### src/core_pkg.sv
`default_nettype none

package core_pkg;

    // machine word width and register index width
    localparam int XLEN   = 32;
    localparam int REG_AW = 5;

    // major opcodes of the formats this core executes
    localparam logic [6:0] OPC_OP     = 7'b0110011;
    localparam logic [6:0] OPC_OP_IMM = 7'b0010011;
    localparam logic [6:0] OPC_LUI    = 7'b0110111;
    localparam logic [6:0] OPC_SYSTEM = 7'b1110011;

    // addi x0, x0, 0 fills every empty pipeline slot
    localparam logic [31:0] NOP_WORD = 32'h0000_0013;

    // register block offsets on the APB bus
    localparam logic [3:0] REG_CTRL    = 4'h0;
    localparam logic [3:0] REG_BOOT    = 4'h4;
    localparam logic [3:0] REG_STATUS  = 4'h8;
    localparam logic [3:0] REG_RETIRED = 4'hC;

    typedef struct packed {
        logic [6:0]        funct7;
        logic [REG_AW-1:0] rs2;
        logic [REG_AW-1:0] rs1;
        logic [2:0]        funct3;
        logic [REG_AW-1:0] rd;
        logic [6:0]        opcode;
    } r_fmt_t;

    typedef struct packed {
        logic [11:0]       imm12;
        logic [REG_AW-1:0] rs1;
        logic [2:0]        funct3;
        logic [REG_AW-1:0] rd;
        logic [6:0]        opcode;
    } i_fmt_t;

    typedef struct packed {
        logic [19:0]       imm20;
        logic [REG_AW-1:0] rd;
        logic [6:0]        opcode;
    } u_fmt_t;

    // one instruction word, seen through whichever format its opcode selects
    typedef union packed {
        r_fmt_t r;
        i_fmt_t i;
        u_fmt_t u;
    } instr_t;

    // encodings follow funct3 so the decoder can pass it straight through
    typedef enum logic [2:0] {
        ALU_ADD  = 3'd0,
        ALU_SLL  = 3'd1,
        ALU_SLT  = 3'd2,
        ALU_SLTU = 3'd3,
        ALU_XOR  = 3'd4,
        ALU_SRL  = 3'd5,
        ALU_OR   = 3'd6,
        ALU_AND  = 3'd7
    } alu_op_e;

    typedef struct packed {
        alu_op_e alu_op;
        logic    alu_sub;
        logic    alu_arith;
        logic    op2_imm;
        logic    rd_from_imm;
        logic    legal;
        logic    ebreak;
    } ctrl_t;

    typedef struct packed {
        logic            valid;
        logic [XLEN-1:0] pc;
        instr_t          inst;
    } fetch_t;

    typedef struct packed {
        logic              valid;
        logic [XLEN-1:0]   pc;
        instr_t            inst;
        logic [REG_AW-1:0] rs1;
        logic [REG_AW-1:0] rs2;
        logic [REG_AW-1:0] rd;
        logic [XLEN-1:0]   rs1_data;
        logic [XLEN-1:0]   rs2_data;
        logic [XLEN-1:0]   imm;
        ctrl_t             ctrl;
    } decode_t;

    // the execute register doubles as the retire record and the writeback stage
    typedef struct packed {
        logic              valid;
        logic [XLEN-1:0]   pc;
        instr_t            inst;
        logic [REG_AW-1:0] rs1;
        logic [REG_AW-1:0] rs2;
        logic [XLEN-1:0]   rs1_data;
        logic [XLEN-1:0]   rs2_data;
        logic [REG_AW-1:0] rd;
        logic [XLEN-1:0]   rd_data;
        logic              trap;
        logic              halt;
    } retire_t;

    typedef struct packed {
        logic        psel;
        logic        penable;
        logic        pwrite;
        logic [3:0]  paddr;
        logic [31:0] pwdata;
    } apb_req_t;

    typedef struct packed {
        logic [31:0] prdata;
        logic        pready;
        logic        pslverr;
    } apb_rsp_t;

endpackage

`default_nettype wire

### src/core_regs.sv
`timescale 1ns/100ps
`default_nettype none

module core_regs #(
    parameter logic [core_pkg::XLEN-1:0] BOOT_RESET = '0
) (
    input  wire                         i_clk,
    input  wire                         i_rst,
    input  core_pkg::apb_req_t          i_apb,
    output core_pkg::apb_rsp_t          o_apb,
    input  wire                         i_halted,
    input  wire                         i_retired,
    output logic                        o_run,
    output logic [core_pkg::XLEN-1:0]   o_boot_addr
);

    logic        access;
    logic        mapped;
    logic        read_only;
    logic [31:0] retired_cnt;

    // the access phase is the only cycle in which a transfer acts
    assign access = i_apb.psel && i_apb.penable;

    // status and retired count can be read but never written
    assign mapped    = i_apb.paddr[1:0] == 2'b00;
    assign read_only = i_apb.paddr == core_pkg::REG_STATUS ||
                       i_apb.paddr == core_pkg::REG_RETIRED;

    // the slave never inserts wait states
    assign o_apb.pready  = 1'b1;
    assign o_apb.pslverr = access && (!mapped || (i_apb.pwrite && read_only));

    // read data is muxed straight from the registers during the access cycle
    always_comb begin
        case (i_apb.paddr)
            core_pkg::REG_CTRL:    o_apb.prdata = {31'd0, o_run};
            core_pkg::REG_BOOT:    o_apb.prdata = o_boot_addr;
            core_pkg::REG_STATUS:  o_apb.prdata = {31'd0, i_halted};
            core_pkg::REG_RETIRED: o_apb.prdata = retired_cnt;
            default:               o_apb.prdata = '0;
        endcase
    end

    // writes land at the end of the access cycle, an erroring write changes nothing
    always_ff @(posedge i_clk) begin
        if (i_rst) begin
            o_run       <= 1'b0;
            o_boot_addr <= BOOT_RESET;
        end else if (access && i_apb.pwrite) begin
            if (i_apb.paddr == core_pkg::REG_CTRL)
                o_run <= i_apb.pwdata[0];
            // instructions are word aligned so the two low bits are dropped
            if (i_apb.paddr == core_pkg::REG_BOOT)
                o_boot_addr <= {i_apb.pwdata[31:2], 2'b00};
        end
    end

    // one pulse per retired instruction
    always_ff @(posedge i_clk) begin
        if (i_rst)
            retired_cnt <= '0;
        else if (i_retired)
            retired_cnt <= retired_cnt + 32'd1;
    end

endmodule

`default_nettype wire

### src/core_top.sv
`timescale 1ns/100ps
`default_nettype none

module core_top #(
    parameter logic [core_pkg::XLEN-1:0] BOOT_RESET = '0
) (
    input  wire                          i_clk,
    input  wire                          i_rst,
    output logic [core_pkg::XLEN-1:0]    o_imem_raddr,
    input  wire  [31:0]                  i_imem_rdata,
    input  core_pkg::apb_req_t           i_apb,
    output core_pkg::apb_rsp_t           o_apb,
    output core_pkg::retire_t            o_retire
);

    logic                        run;
    logic [core_pkg::XLEN-1:0]   boot_addr;
    logic                        halted;
    core_pkg::fetch_t            fetch_q;
    core_pkg::decode_t           dec_q;
    logic [core_pkg::REG_AW-1:0] rs1;
    logic [core_pkg::REG_AW-1:0] rs2;
    logic [core_pkg::REG_AW-1:0] rd;
    logic [core_pkg::XLEN-1:0]   rs1_data;
    logic [core_pkg::XLEN-1:0]   rs2_data;
    logic [core_pkg::XLEN-1:0]   imm;
    core_pkg::ctrl_t             ctrl;

    core_regs #(
        .BOOT_RESET (BOOT_RESET)
    ) core_regs_i (
        .i_clk       (i_clk),
        .i_rst       (i_rst),
        .i_apb       (i_apb),
        .o_apb       (o_apb),
        .i_halted    (halted),
        .i_retired   (o_retire.valid),
        .o_run       (run),
        .o_boot_addr (boot_addr)
    );

    fetch_stage fetch_stage_i (
        .i_clk        (i_clk),
        .i_rst        (i_rst),
        .i_run        (run),
        .i_boot_addr  (boot_addr),
        .i_halted     (halted),
        .o_imem_raddr (o_imem_raddr),
        .i_imem_rdata (i_imem_rdata),
        .o_fetch      (fetch_q)
    );

    decoder decoder_i (
        .i_inst (fetch_q.inst),
        .o_rs1  (rs1),
        .o_rs2  (rs2),
        .o_rd   (rd),
        .o_imm  (imm),
        .o_ctrl (ctrl)
    );

    // the writeback port is fed by the retire record itself
    regfile regfile_i (
        .i_clk      (i_clk),
        .i_rst      (i_rst),
        .i_rs1      (rs1),
        .i_rs2      (rs2),
        .o_rs1_data (rs1_data),
        .o_rs2_data (rs2_data),
        .i_rd       (o_retire.rd),
        .i_rd_data  (o_retire.rd_data)
    );

    // decode pipeline register, nothing new enters once the core has halted
    always_ff @(posedge i_clk) begin
        dec_q.pc       <= fetch_q.pc;
        dec_q.inst     <= fetch_q.inst;
        dec_q.rs1      <= rs1;
        dec_q.rs2      <= rs2;
        dec_q.rd       <= rd;
        dec_q.rs1_data <= rs1_data;
        dec_q.rs2_data <= rs2_data;
        dec_q.imm      <= imm;
        dec_q.ctrl     <= ctrl;
        if (i_rst)
            dec_q.valid <= 1'b0;
        else
            dec_q.valid <= fetch_q.valid && !halted;
    end

    execute_stage execute_stage_i (
        .i_clk    (i_clk),
        .i_rst    (i_rst),
        .i_dec    (dec_q),
        .o_retire (o_retire)
    );

    // sticky halt, only a reset brings the core back
    always_ff @(posedge i_clk) begin
        if (i_rst)
            halted <= 1'b0;
        else if (o_retire.valid && o_retire.halt)
            halted <= 1'b1;
    end

endmodule

`default_nettype wire

### src/decoder.sv
`timescale 1ns/100ps
`default_nettype none

module decoder (
    input  core_pkg::instr_t                 i_inst,
    output logic [core_pkg::REG_AW-1:0]      o_rs1,
    output logic [core_pkg::REG_AW-1:0]      o_rs2,
    output logic [core_pkg::REG_AW-1:0]      o_rd,
    output logic [core_pkg::XLEN-1:0]        o_imm,
    output core_pkg::ctrl_t                  o_ctrl
);

    always_comb begin
        // register fields a format lacks read as x0 so forwarding ignores them
        o_rs1  = '0;
        o_rs2  = '0;
        o_rd   = '0;
        o_imm  = '0;
        o_ctrl = '0;
        // the opcode field sits in the same place in every view
        o_ctrl.alu_op = core_pkg::alu_op_e'(i_inst.r.funct3);

        case (i_inst.r.opcode)
            core_pkg::OPC_OP: begin
                o_rs1 = i_inst.r.rs1;
                o_rs2 = i_inst.r.rs2;
                o_rd  = i_inst.r.rd;
                // funct7 bit 5 picks sub over add and sra over srl, nothing else
                o_ctrl.alu_sub   = i_inst.r.funct7[5] && i_inst.r.funct3 == 3'd0;
                o_ctrl.alu_arith = i_inst.r.funct7[5] && i_inst.r.funct3 == 3'd5;
                o_ctrl.legal     = i_inst.r.funct7 == 7'h00 ||
                                   (i_inst.r.funct7 == 7'h20 &&
                                    (i_inst.r.funct3 == 3'd0 || i_inst.r.funct3 == 3'd5));
            end
            core_pkg::OPC_OP_IMM: begin
                o_rs1 = i_inst.i.rs1;
                o_rd  = i_inst.i.rd;
                o_imm = {{20{i_inst.i.imm12[11]}}, i_inst.i.imm12};
                o_ctrl.op2_imm = 1'b1;
                // shifts carry a 5-bit amount, the upper seven bits act like funct7
                o_ctrl.alu_arith = i_inst.i.funct3 == 3'd5 && i_inst.i.imm12[10];
                case (i_inst.i.funct3)
                    3'd1:    o_ctrl.legal = i_inst.i.imm12[11:5] == 7'h00;
                    3'd5:    o_ctrl.legal = i_inst.i.imm12[11:5] == 7'h00 ||
                                            i_inst.i.imm12[11:5] == 7'h20;
                    default: o_ctrl.legal = 1'b1;
                endcase
            end
            core_pkg::OPC_LUI: begin
                o_rd  = i_inst.u.rd;
                o_imm = {i_inst.u.imm20, 12'd0};
                o_ctrl.rd_from_imm = 1'b1;
                o_ctrl.legal       = 1'b1;
            end
            core_pkg::OPC_SYSTEM: begin
                // ebreak is the only system instruction accepted
                o_ctrl.ebreak = i_inst.i.imm12 == 12'd1 && i_inst.i.rs1 == '0 &&
                                i_inst.i.funct3 == 3'd0 && i_inst.i.rd == '0;
                o_ctrl.legal  = o_ctrl.ebreak;
            end
            default: begin
                // unknown opcode, legal stays low and the word traps
                o_ctrl.legal = 1'b0;
            end
        endcase
    end

endmodule

`default_nettype wire

### src/execute_stage.sv
`timescale 1ns/100ps
`default_nettype none

module execute_stage (
    input  wire                 i_clk,
    input  wire                 i_rst,
    input  core_pkg::decode_t   i_dec,
    output core_pkg::retire_t   o_retire
);

    logic [core_pkg::XLEN-1:0] rs1_fwd;
    logic [core_pkg::XLEN-1:0] rs2_fwd;
    logic [core_pkg::XLEN-1:0] op2;
    logic [core_pkg::XLEN-1:0] alu_result;
    logic [4:0]                shamt;
    logic                      halt_seen;
    logic                      squash;
    logic                      trap;
    core_pkg::retire_t         retire_d;

    // the record in the register is the next older instruction, whose result
    // has not reached the register file yet
    always_comb begin
        rs1_fwd = i_dec.rs1_data;
        rs2_fwd = i_dec.rs2_data;
        if (o_retire.valid && o_retire.rd != '0 && o_retire.rd == i_dec.rs1)
            rs1_fwd = o_retire.rd_data;
        if (o_retire.valid && o_retire.rd != '0 && o_retire.rd == i_dec.rs2)
            rs2_fwd = o_retire.rd_data;
    end

    assign op2   = i_dec.ctrl.op2_imm ? i_dec.imm : rs2_fwd;
    assign shamt = op2[4:0];

    always_comb begin
        case (i_dec.ctrl.alu_op)
            core_pkg::ALU_ADD:  alu_result = i_dec.ctrl.alu_sub ? rs1_fwd - op2 : rs1_fwd + op2;
            core_pkg::ALU_SLL:  alu_result = rs1_fwd << shamt;
            core_pkg::ALU_SLT:  alu_result = {31'd0, $signed(rs1_fwd) < $signed(op2)};
            core_pkg::ALU_SLTU: alu_result = {31'd0, rs1_fwd < op2};
            core_pkg::ALU_XOR:  alu_result = rs1_fwd ^ op2;
            core_pkg::ALU_SRL:  alu_result = i_dec.ctrl.alu_arith ?
                                             $unsigned($signed(rs1_fwd) >>> shamt) :
                                             rs1_fwd >> shamt;
            core_pkg::ALU_OR:   alu_result = rs1_fwd | op2;
            default:            alu_result = rs1_fwd & op2;
        endcase
    end

    // a halting record in the register kills whatever follows it, and the
    // sticky flag keeps doing so after that record has left
    assign squash = halt_seen || (o_retire.valid && o_retire.halt);
    assign trap   = !i_dec.ctrl.legal;

    always_comb begin
        retire_d.valid    = i_dec.valid && !squash;
        retire_d.pc       = i_dec.pc;
        retire_d.inst     = i_dec.inst;
        retire_d.rs1      = i_dec.rs1;
        retire_d.rs2      = i_dec.rs2;
        retire_d.rs1_data = rs1_fwd;
        retire_d.rs2_data = rs2_fwd;
        // traps and empty slots never write back
        retire_d.rd       = (retire_d.valid && !trap) ? i_dec.rd : '0;
        retire_d.rd_data  = i_dec.ctrl.rd_from_imm ? i_dec.imm : alu_result;
        retire_d.trap     = trap;
        retire_d.halt     = trap || i_dec.ctrl.ebreak;
    end

    always_ff @(posedge i_clk) begin
        o_retire <= retire_d;
        if (i_rst) begin
            o_retire.valid <= 1'b0;
            o_retire.rd    <= '0;
            o_retire.halt  <= 1'b0;
        end
    end

    always_ff @(posedge i_clk) begin
        if (i_rst)
            halt_seen <= 1'b0;
        else if (o_retire.valid && o_retire.halt)
            halt_seen <= 1'b1;
    end

endmodule

`default_nettype wire

### src/fetch_stage.sv
`timescale 1ns/100ps
`default_nettype none

module fetch_stage (
    input  wire                         i_clk,
    input  wire                         i_rst,
    input  wire                         i_run,
    input  wire  [core_pkg::XLEN-1:0]   i_boot_addr,
    input  wire                         i_halted,
    output logic [core_pkg::XLEN-1:0]   o_imem_raddr,
    input  wire  [31:0]                 i_imem_rdata,
    output core_pkg::fetch_t            o_fetch
);

    logic [core_pkg::XLEN-1:0] pc;
    logic [core_pkg::XLEN-1:0] next_pc;
    logic                      imem_valid;
    logic                      advance;

    // the word on the memory port belongs to the pc register, except in the
    // first cycle after reset when no address has been presented yet
    always_ff @(posedge i_clk) begin
        if (i_rst)
            imem_valid <= 1'b0;
        else
            imem_valid <= 1'b1;
    end

    // a fetch happens only while running, not halted and with a valid word
    assign advance = i_run && !i_halted && imem_valid;

    // while stopped the pc tracks the boot address, so the first fetch after
    // run goes high reads the boot word
    always_comb begin
        if (!i_run)
            next_pc = i_boot_addr;
        else if (advance)
            next_pc = pc + 32'd4;
        else
            next_pc = pc;
    end

    // the memory sees next_pc now and answers for it after the clock edge
    assign o_imem_raddr = next_pc;

    always_ff @(posedge i_clk) begin
        if (i_rst)
            pc <= '0;
        else
            pc <= next_pc;
    end

    // a stalled cycle hands decode an invalid nop instead of a stale word
    always_ff @(posedge i_clk) begin
        o_fetch.pc   <= pc;
        o_fetch.inst <= advance ? i_imem_rdata : core_pkg::NOP_WORD;
        if (i_rst)
            o_fetch.valid <= 1'b0;
        else
            o_fetch.valid <= advance;
    end

endmodule

`default_nettype wire

### src/regfile.sv
`timescale 1ns/100ps
`default_nettype none

module regfile (
    input  wire                          i_clk,
    input  wire                          i_rst,
    input  wire  [core_pkg::REG_AW-1:0]  i_rs1,
    input  wire  [core_pkg::REG_AW-1:0]  i_rs2,
    output logic [core_pkg::XLEN-1:0]    o_rs1_data,
    output logic [core_pkg::XLEN-1:0]    o_rs2_data,
    input  wire  [core_pkg::REG_AW-1:0]  i_rd,
    input  wire  [core_pkg::XLEN-1:0]    i_rd_data
);

    // x0 has no storage
    logic [core_pkg::XLEN-1:0] regs [1:31];
    logic                      wen;

    // writebacks to x0 and anything presented during reset are dropped
    assign wen = !i_rst && i_rd != '0;

    always_ff @(posedge i_clk) begin
        if (wen)
            regs[i_rd] <= i_rd_data;
    end

    // a read of the register written this cycle sees the new value, which is
    // what gives the writeback to execute forwarding path
    always_comb begin
        if (i_rs1 == '0)
            o_rs1_data = '0;
        else if (wen && i_rs1 == i_rd)
            o_rs1_data = i_rd_data;
        else
            o_rs1_data = regs[i_rs1];

        if (i_rs2 == '0)
            o_rs2_data = '0;
        else if (wen && i_rs2 == i_rd)
            o_rs2_data = i_rd_data;
        else
            o_rs2_data = regs[i_rs2];
    end

endmodule

`default_nettype wire

### config.mk
export PLATFORM = sky130hd
export DESIGN_NAME = core_top
export DESIGN_NICKNAME = d
export VERILOG_FILES = /design/src/core_pkg.sv /design/src/core_regs.sv /design/src/core_top.sv /design/src/decoder.sv /design/src/execute_stage.sv /design/src/fetch_stage.sv /design/src/regfile.sv
export SDC_FILE = /design/constraint.sdc
export NUM_CORES = 2
export LEC_CHECK = 0
export BUFFER_PORTS_ARGS = -buffer_cell sky130_fd_sc_hd__buf_2
export CAP_MARGIN = 20
export CORE_MARGIN = 2
export CORE_UTILIZATION = 45
export CTS_CLUSTER_DIAMETER = 60
export DETAILED_ROUTE_END_ITERATION = 8
export SETUP_SLACK_MARGIN = 0.02
export SLEW_MARGIN = 20
export SYNTH_ARGS = -nofsm -noshare
export SYNTH_HDL_FRONTEND = slang
export SYNTH_SLANG_ARGS = --single-unit
### constraint.sdc
create_clock -name i_clk -period 6.14 [get_ports i_clk]
set_input_delay 0.921 -clock i_clk [delete_from_list [all_inputs] [get_ports i_clk]]
set_output_delay 0.921 -clock i_clk [all_outputs]
set_load 0.05 [all_outputs]
==> out/metrics.csv <==
stage,metric,value,unit
yosys,Synth Instances,6630,
floorplanning,DIE AREA,164000,sq um
power_and_ir_drop,register share of total power,51.3,%
floorplanning,Ports,317,
routing,DR vias/cell,6.63,
worst_setup_path,crit path max fanout,16,
sta,Pins Over Slew Limit,0,
place,hpwl dp,190000,um
worst_setup_path,Crit Reg-Reg Endpoint,execute_stage_i.o_retire[33],
place,Placer Congestion,0.988,
clock_network,CTS tree,done,
clock_network,Max Root-Sink Buffers,3,
yosys,yosys warns,0,
sta,Slew @ Worst Pin,1.15,ns
power_and_ir_drop,Internal Power,0.0164,W
sta,FMAX,0.171,GHz
place,PortBufs,314,
worst_setup_path,CP Data Required Time,6.92,ns
routing,Post-DRT Antenna Nets,0,
global_route,overflow left after global routing,0,
clock_network,clk slew on worst S/H paths,0.06,ns
clock_network,clk sinks,1514,
yosys,most frequent cell after synthesis,edfxtp_1,
clock_network,worst skew pair latency,0.86,ns
floorplanning,die width,405,um
global_route,initial antenna violation count,13,
power_and_ir_drop,pwr dens,254,nW/um^2
sta,Fin. Hold Viols,0,
worst_setup_path,Crit path arrival time,6.62,ns
worst_hold_path,WHS Endpoint,fetch_stage_i.o_fetch[17],
final_layout,fraction of layout cells with a size suffix above 1,19.3,%
yosys,Synth Cell Area,72200,sq um
yosys,Mean Syn Cell Area,10.9,sq um
yosys,Synth area leaders,"edfxtp_1 (41%), dfxtp_1 (14%), mux2_2 (6.6%)",
worst_setup_path,CP dominant cell by count,mux2_2,
sta,period utilization,95.1,%
worst_setup_path,Worst path slowest cell,dfxtp_1,
clock_network,number of CTS-inserted buffers,167,
routing,total number of vias,60200,
sta,slew margin rel.,23.1,%
global_route,vias in the first global route,56800,
yosys,"top cells by count, synth","edfxtp_1 (992), nand2_1 (901), dfxtp_1 (522), nor2_1 (455), a21oi_1 (448)",
clock_network,H-tree levels,4,
worst_setup_path,cells on worst reg2reg path,18,
power_and_ir_drop,Comb power frac,1.0,%
final_layout,"Core Util, Final",51.6,%
clock_network,clock root buffer,clkbuf_16,
routing,"wirelength, routed",297000,um
power_and_ir_drop,clock share of power,47.7,%
power_and_ir_drop,Leakage,29.9,nW
routing,DRC Markers,0,
yosys,"flops & latches, synth",1514,
floorplanning,placeable core area,160000,sq um
sta,final setup fails,0,
worst_setup_path,WS Path Type,flip-flop to flip-flop,
routing,drt pass-1 iters,9,
place,Place WS,0.429,ns
floorplanning,Die Y,405,um
floorplanning,Initial Util,45.2,%
yosys,ys async rst share,0,%
global_route,largest net degree at the start of global routing,129,
worst_setup_path,FF-to-FF Start,execute_stage_i.o_retire[36],
global_route,first-pass GRT wire length,417000,um
routing,Initial DRC Count,9096,
routing,post-DR wirelength/cell,32.7,um
worst_setup_path,Startpoint Class,flip-flop,
yosys,cell taking the most area after synthesis,edfxtp_1,
yosys,Mapped Nets,6804,
yosys,ys flop type,edfxtp_1,
final_layout,final net count,7031,
global_route,gr usage total,35.2,%
worst_setup_path,CP endpoint kind,flip-flop,
run_status,status,"complete, no violations",
power_and_ir_drop,peak supply drop,0.302,mV
yosys,number of synthesized flops with an enable pin,992,
sta,fin worst setup slack,0.300,ns
worst_setup_path,crit-path cells,"or3_1, o311ai_4, nor2_4, buf_4, buf_4, mux2_2, mux2_2, ha_1, nand3_1, nor2_1, a221o_1, nand3_1, o211ai_1, a31o_2, a31oi_1, mux2_2, nor4b_1, o21a_1",
power_and_ir_drop,Switching Share,21.7,%
yosys,Yosys cell types,86,
floorplanning,row cnt,147,
sta,worst clock skew,0.0406,ns
final_layout,P&R area growth vs syn,14.4,%
run,max cap viols,0,
worst_hold_path,HP Class,primary input to flip-flop,
worst_hold_path,Hold Path Cell Cnt,2,
yosys,top-area cell type share of the netlist area,41.2,%
sta,setup_tns,0,ns
power_and_ir_drop,sw power,0.00455,W
sta,clock period minus worst slack,5.84,ns
worst_setup_path,"Largest stage delay, worst path",0.70,ns
sta,RSZ-0062 raised after global routing,false,
yosys,register area share after synthesis,55.7,%
worst_setup_path,Worst R2R Setup Slack,0.30,ns
worst_hold_path,min-delay src,i_imem_rdata[17],
==> stage by stage <==
step                instances  power, W  hold slack [ns]  area [sq um]
CTS                      9072    0.0210            0.244         82500
detailed placement       8770    0.0112            0.312         77100
global route             9077    0.0214            0.257         82600
finish                   9084    0.0209            0.282         82600
floorplan                6630    0.0111            0.310         72200
global placement         8768    0.0112            0.310         77000
==> placed cells by master (no fill, tap or decap), drive strengths merged, types with 101 or more instances in the layout <==
cell / n
nand3: 101
edfxtp: 992
a221oi: 142
o221ai: 204
nor3: 151
clkbuf: 214
a21oi: 448
nor2: 457
o21ai: 164
nand2: 901
mux2: 426
buf: 570
inv: 156
a31oi: 182
mux2i: 289
dfxtp: 522
==> final cells by class <==
class / instances / area (sq um)
well taps: 2086 / 2610
repair buffers: 570 / 3890
diodes: 8 / 20.0
clock inverters: 88 / 957
multi-input cells: 4463 / 29900
fillers: 14000 / 77400
clock buffers: 214 / 4460
flip-flops and latches: 1514 / 40300
inverters: 141 / 553
==> logic make-up after synthesis <==
| logic type | Yosys count | synth area share [%] |
|---|---|---|
| flip-flops | 1514 | 55.7 |
| adder cells (fa/ha/maj) | 101 | 1.77 |
| AO/OA/AOI/OAI | 1589 | 15.1 |
| AND/OR/NAND/NOR | 1964 | 12.0 |
| XOR/XNOR | 91 | 1.11 |
| buffers and inverters | 653 | 3.54 |
| other | 1 | 0.00519 |
| multiplexers | 717 | 10.8 |
==> worst max-delay path: cells and delay by family, from the launching register on <==
kind / cells / cell delay [ns]
DFF: 1 / 0.70
and+or+nand+nor: 6 / 1.35
AOI/OAI and AO/OA: 6 / 1.54
buffers and inverters: 2 / 0.64
muxes: 3 / 1.12
adders and majority gates: 1 / 0.42
==> power groups by stage <==
stage	sequential, W	clock, W	combinational, W
after detailed placement	0.0110	0	0.000210
after global placement	0.0110	0	0.000210
after global routing	0.0107	0.0104	0.000225
after CTS	0.0107	0.0100	0.000211
final	0.0107	0.00998	0.000215
after floorplan	0.0110	0	0.000100
==> routing by layer <==
metal  global-route usage [%]  vias up  part of all wire [%]
met2                     52.2     4233                    43
li1                         -    25500                     -
met4                     17.6       14                   5.6
met3                     8.96      906                    12
met1                     47.8    29600                    40
met5                        0        -                 0.028
==> timing repair <==
| item | in CTS | in global routing |
|---|---|---|
| setup buffers | 0 | 0 |
| gates resized for setup | 0 | 1 |
| hold buffers | 0 | 0 |
| endpoints found under the setup margin | 0 | 1 |
==> state kept, by name, indices dropped and copies added, names as in the netlist, 30 cells and up <==
signal and count:
core_regs_i.retired_cnt 32, dec_q 182, core_regs_i.o_boot_addr 30, regfile_i.regs 992, execute_stage_i.o_retire 178, fetch_stage_i.pc 32
fetch_stage_i.o_fetch 65
==> worst max-delay path by stage <==
| stage | from | end | depth (start not counted) |
|---|---|---|---|
| floorplan | execute_stage_i.o_retire[35] | execute_stage_i.o_retire[33] | 19 |
| finish | execute_stage_i.o_retire[36] | execute_stage_i.o_retire[33] | 18 |
| global route | execute_stage_i.o_retire[36] | execute_stage_i.o_retire[2] | 20 |
| CTS | execute_stage_i.o_retire[36] | execute_stage_i.o_retire[33] | 18 |
| detailed placement | execute_stage_i.o_retire[36] | execute_stage_i.o_retire[33] | 18 |
| global placement | execute_stage_i.o_retire[36] | execute_stage_i.o_retire[33] | 18 |
(Power assumes the default switching activity.)
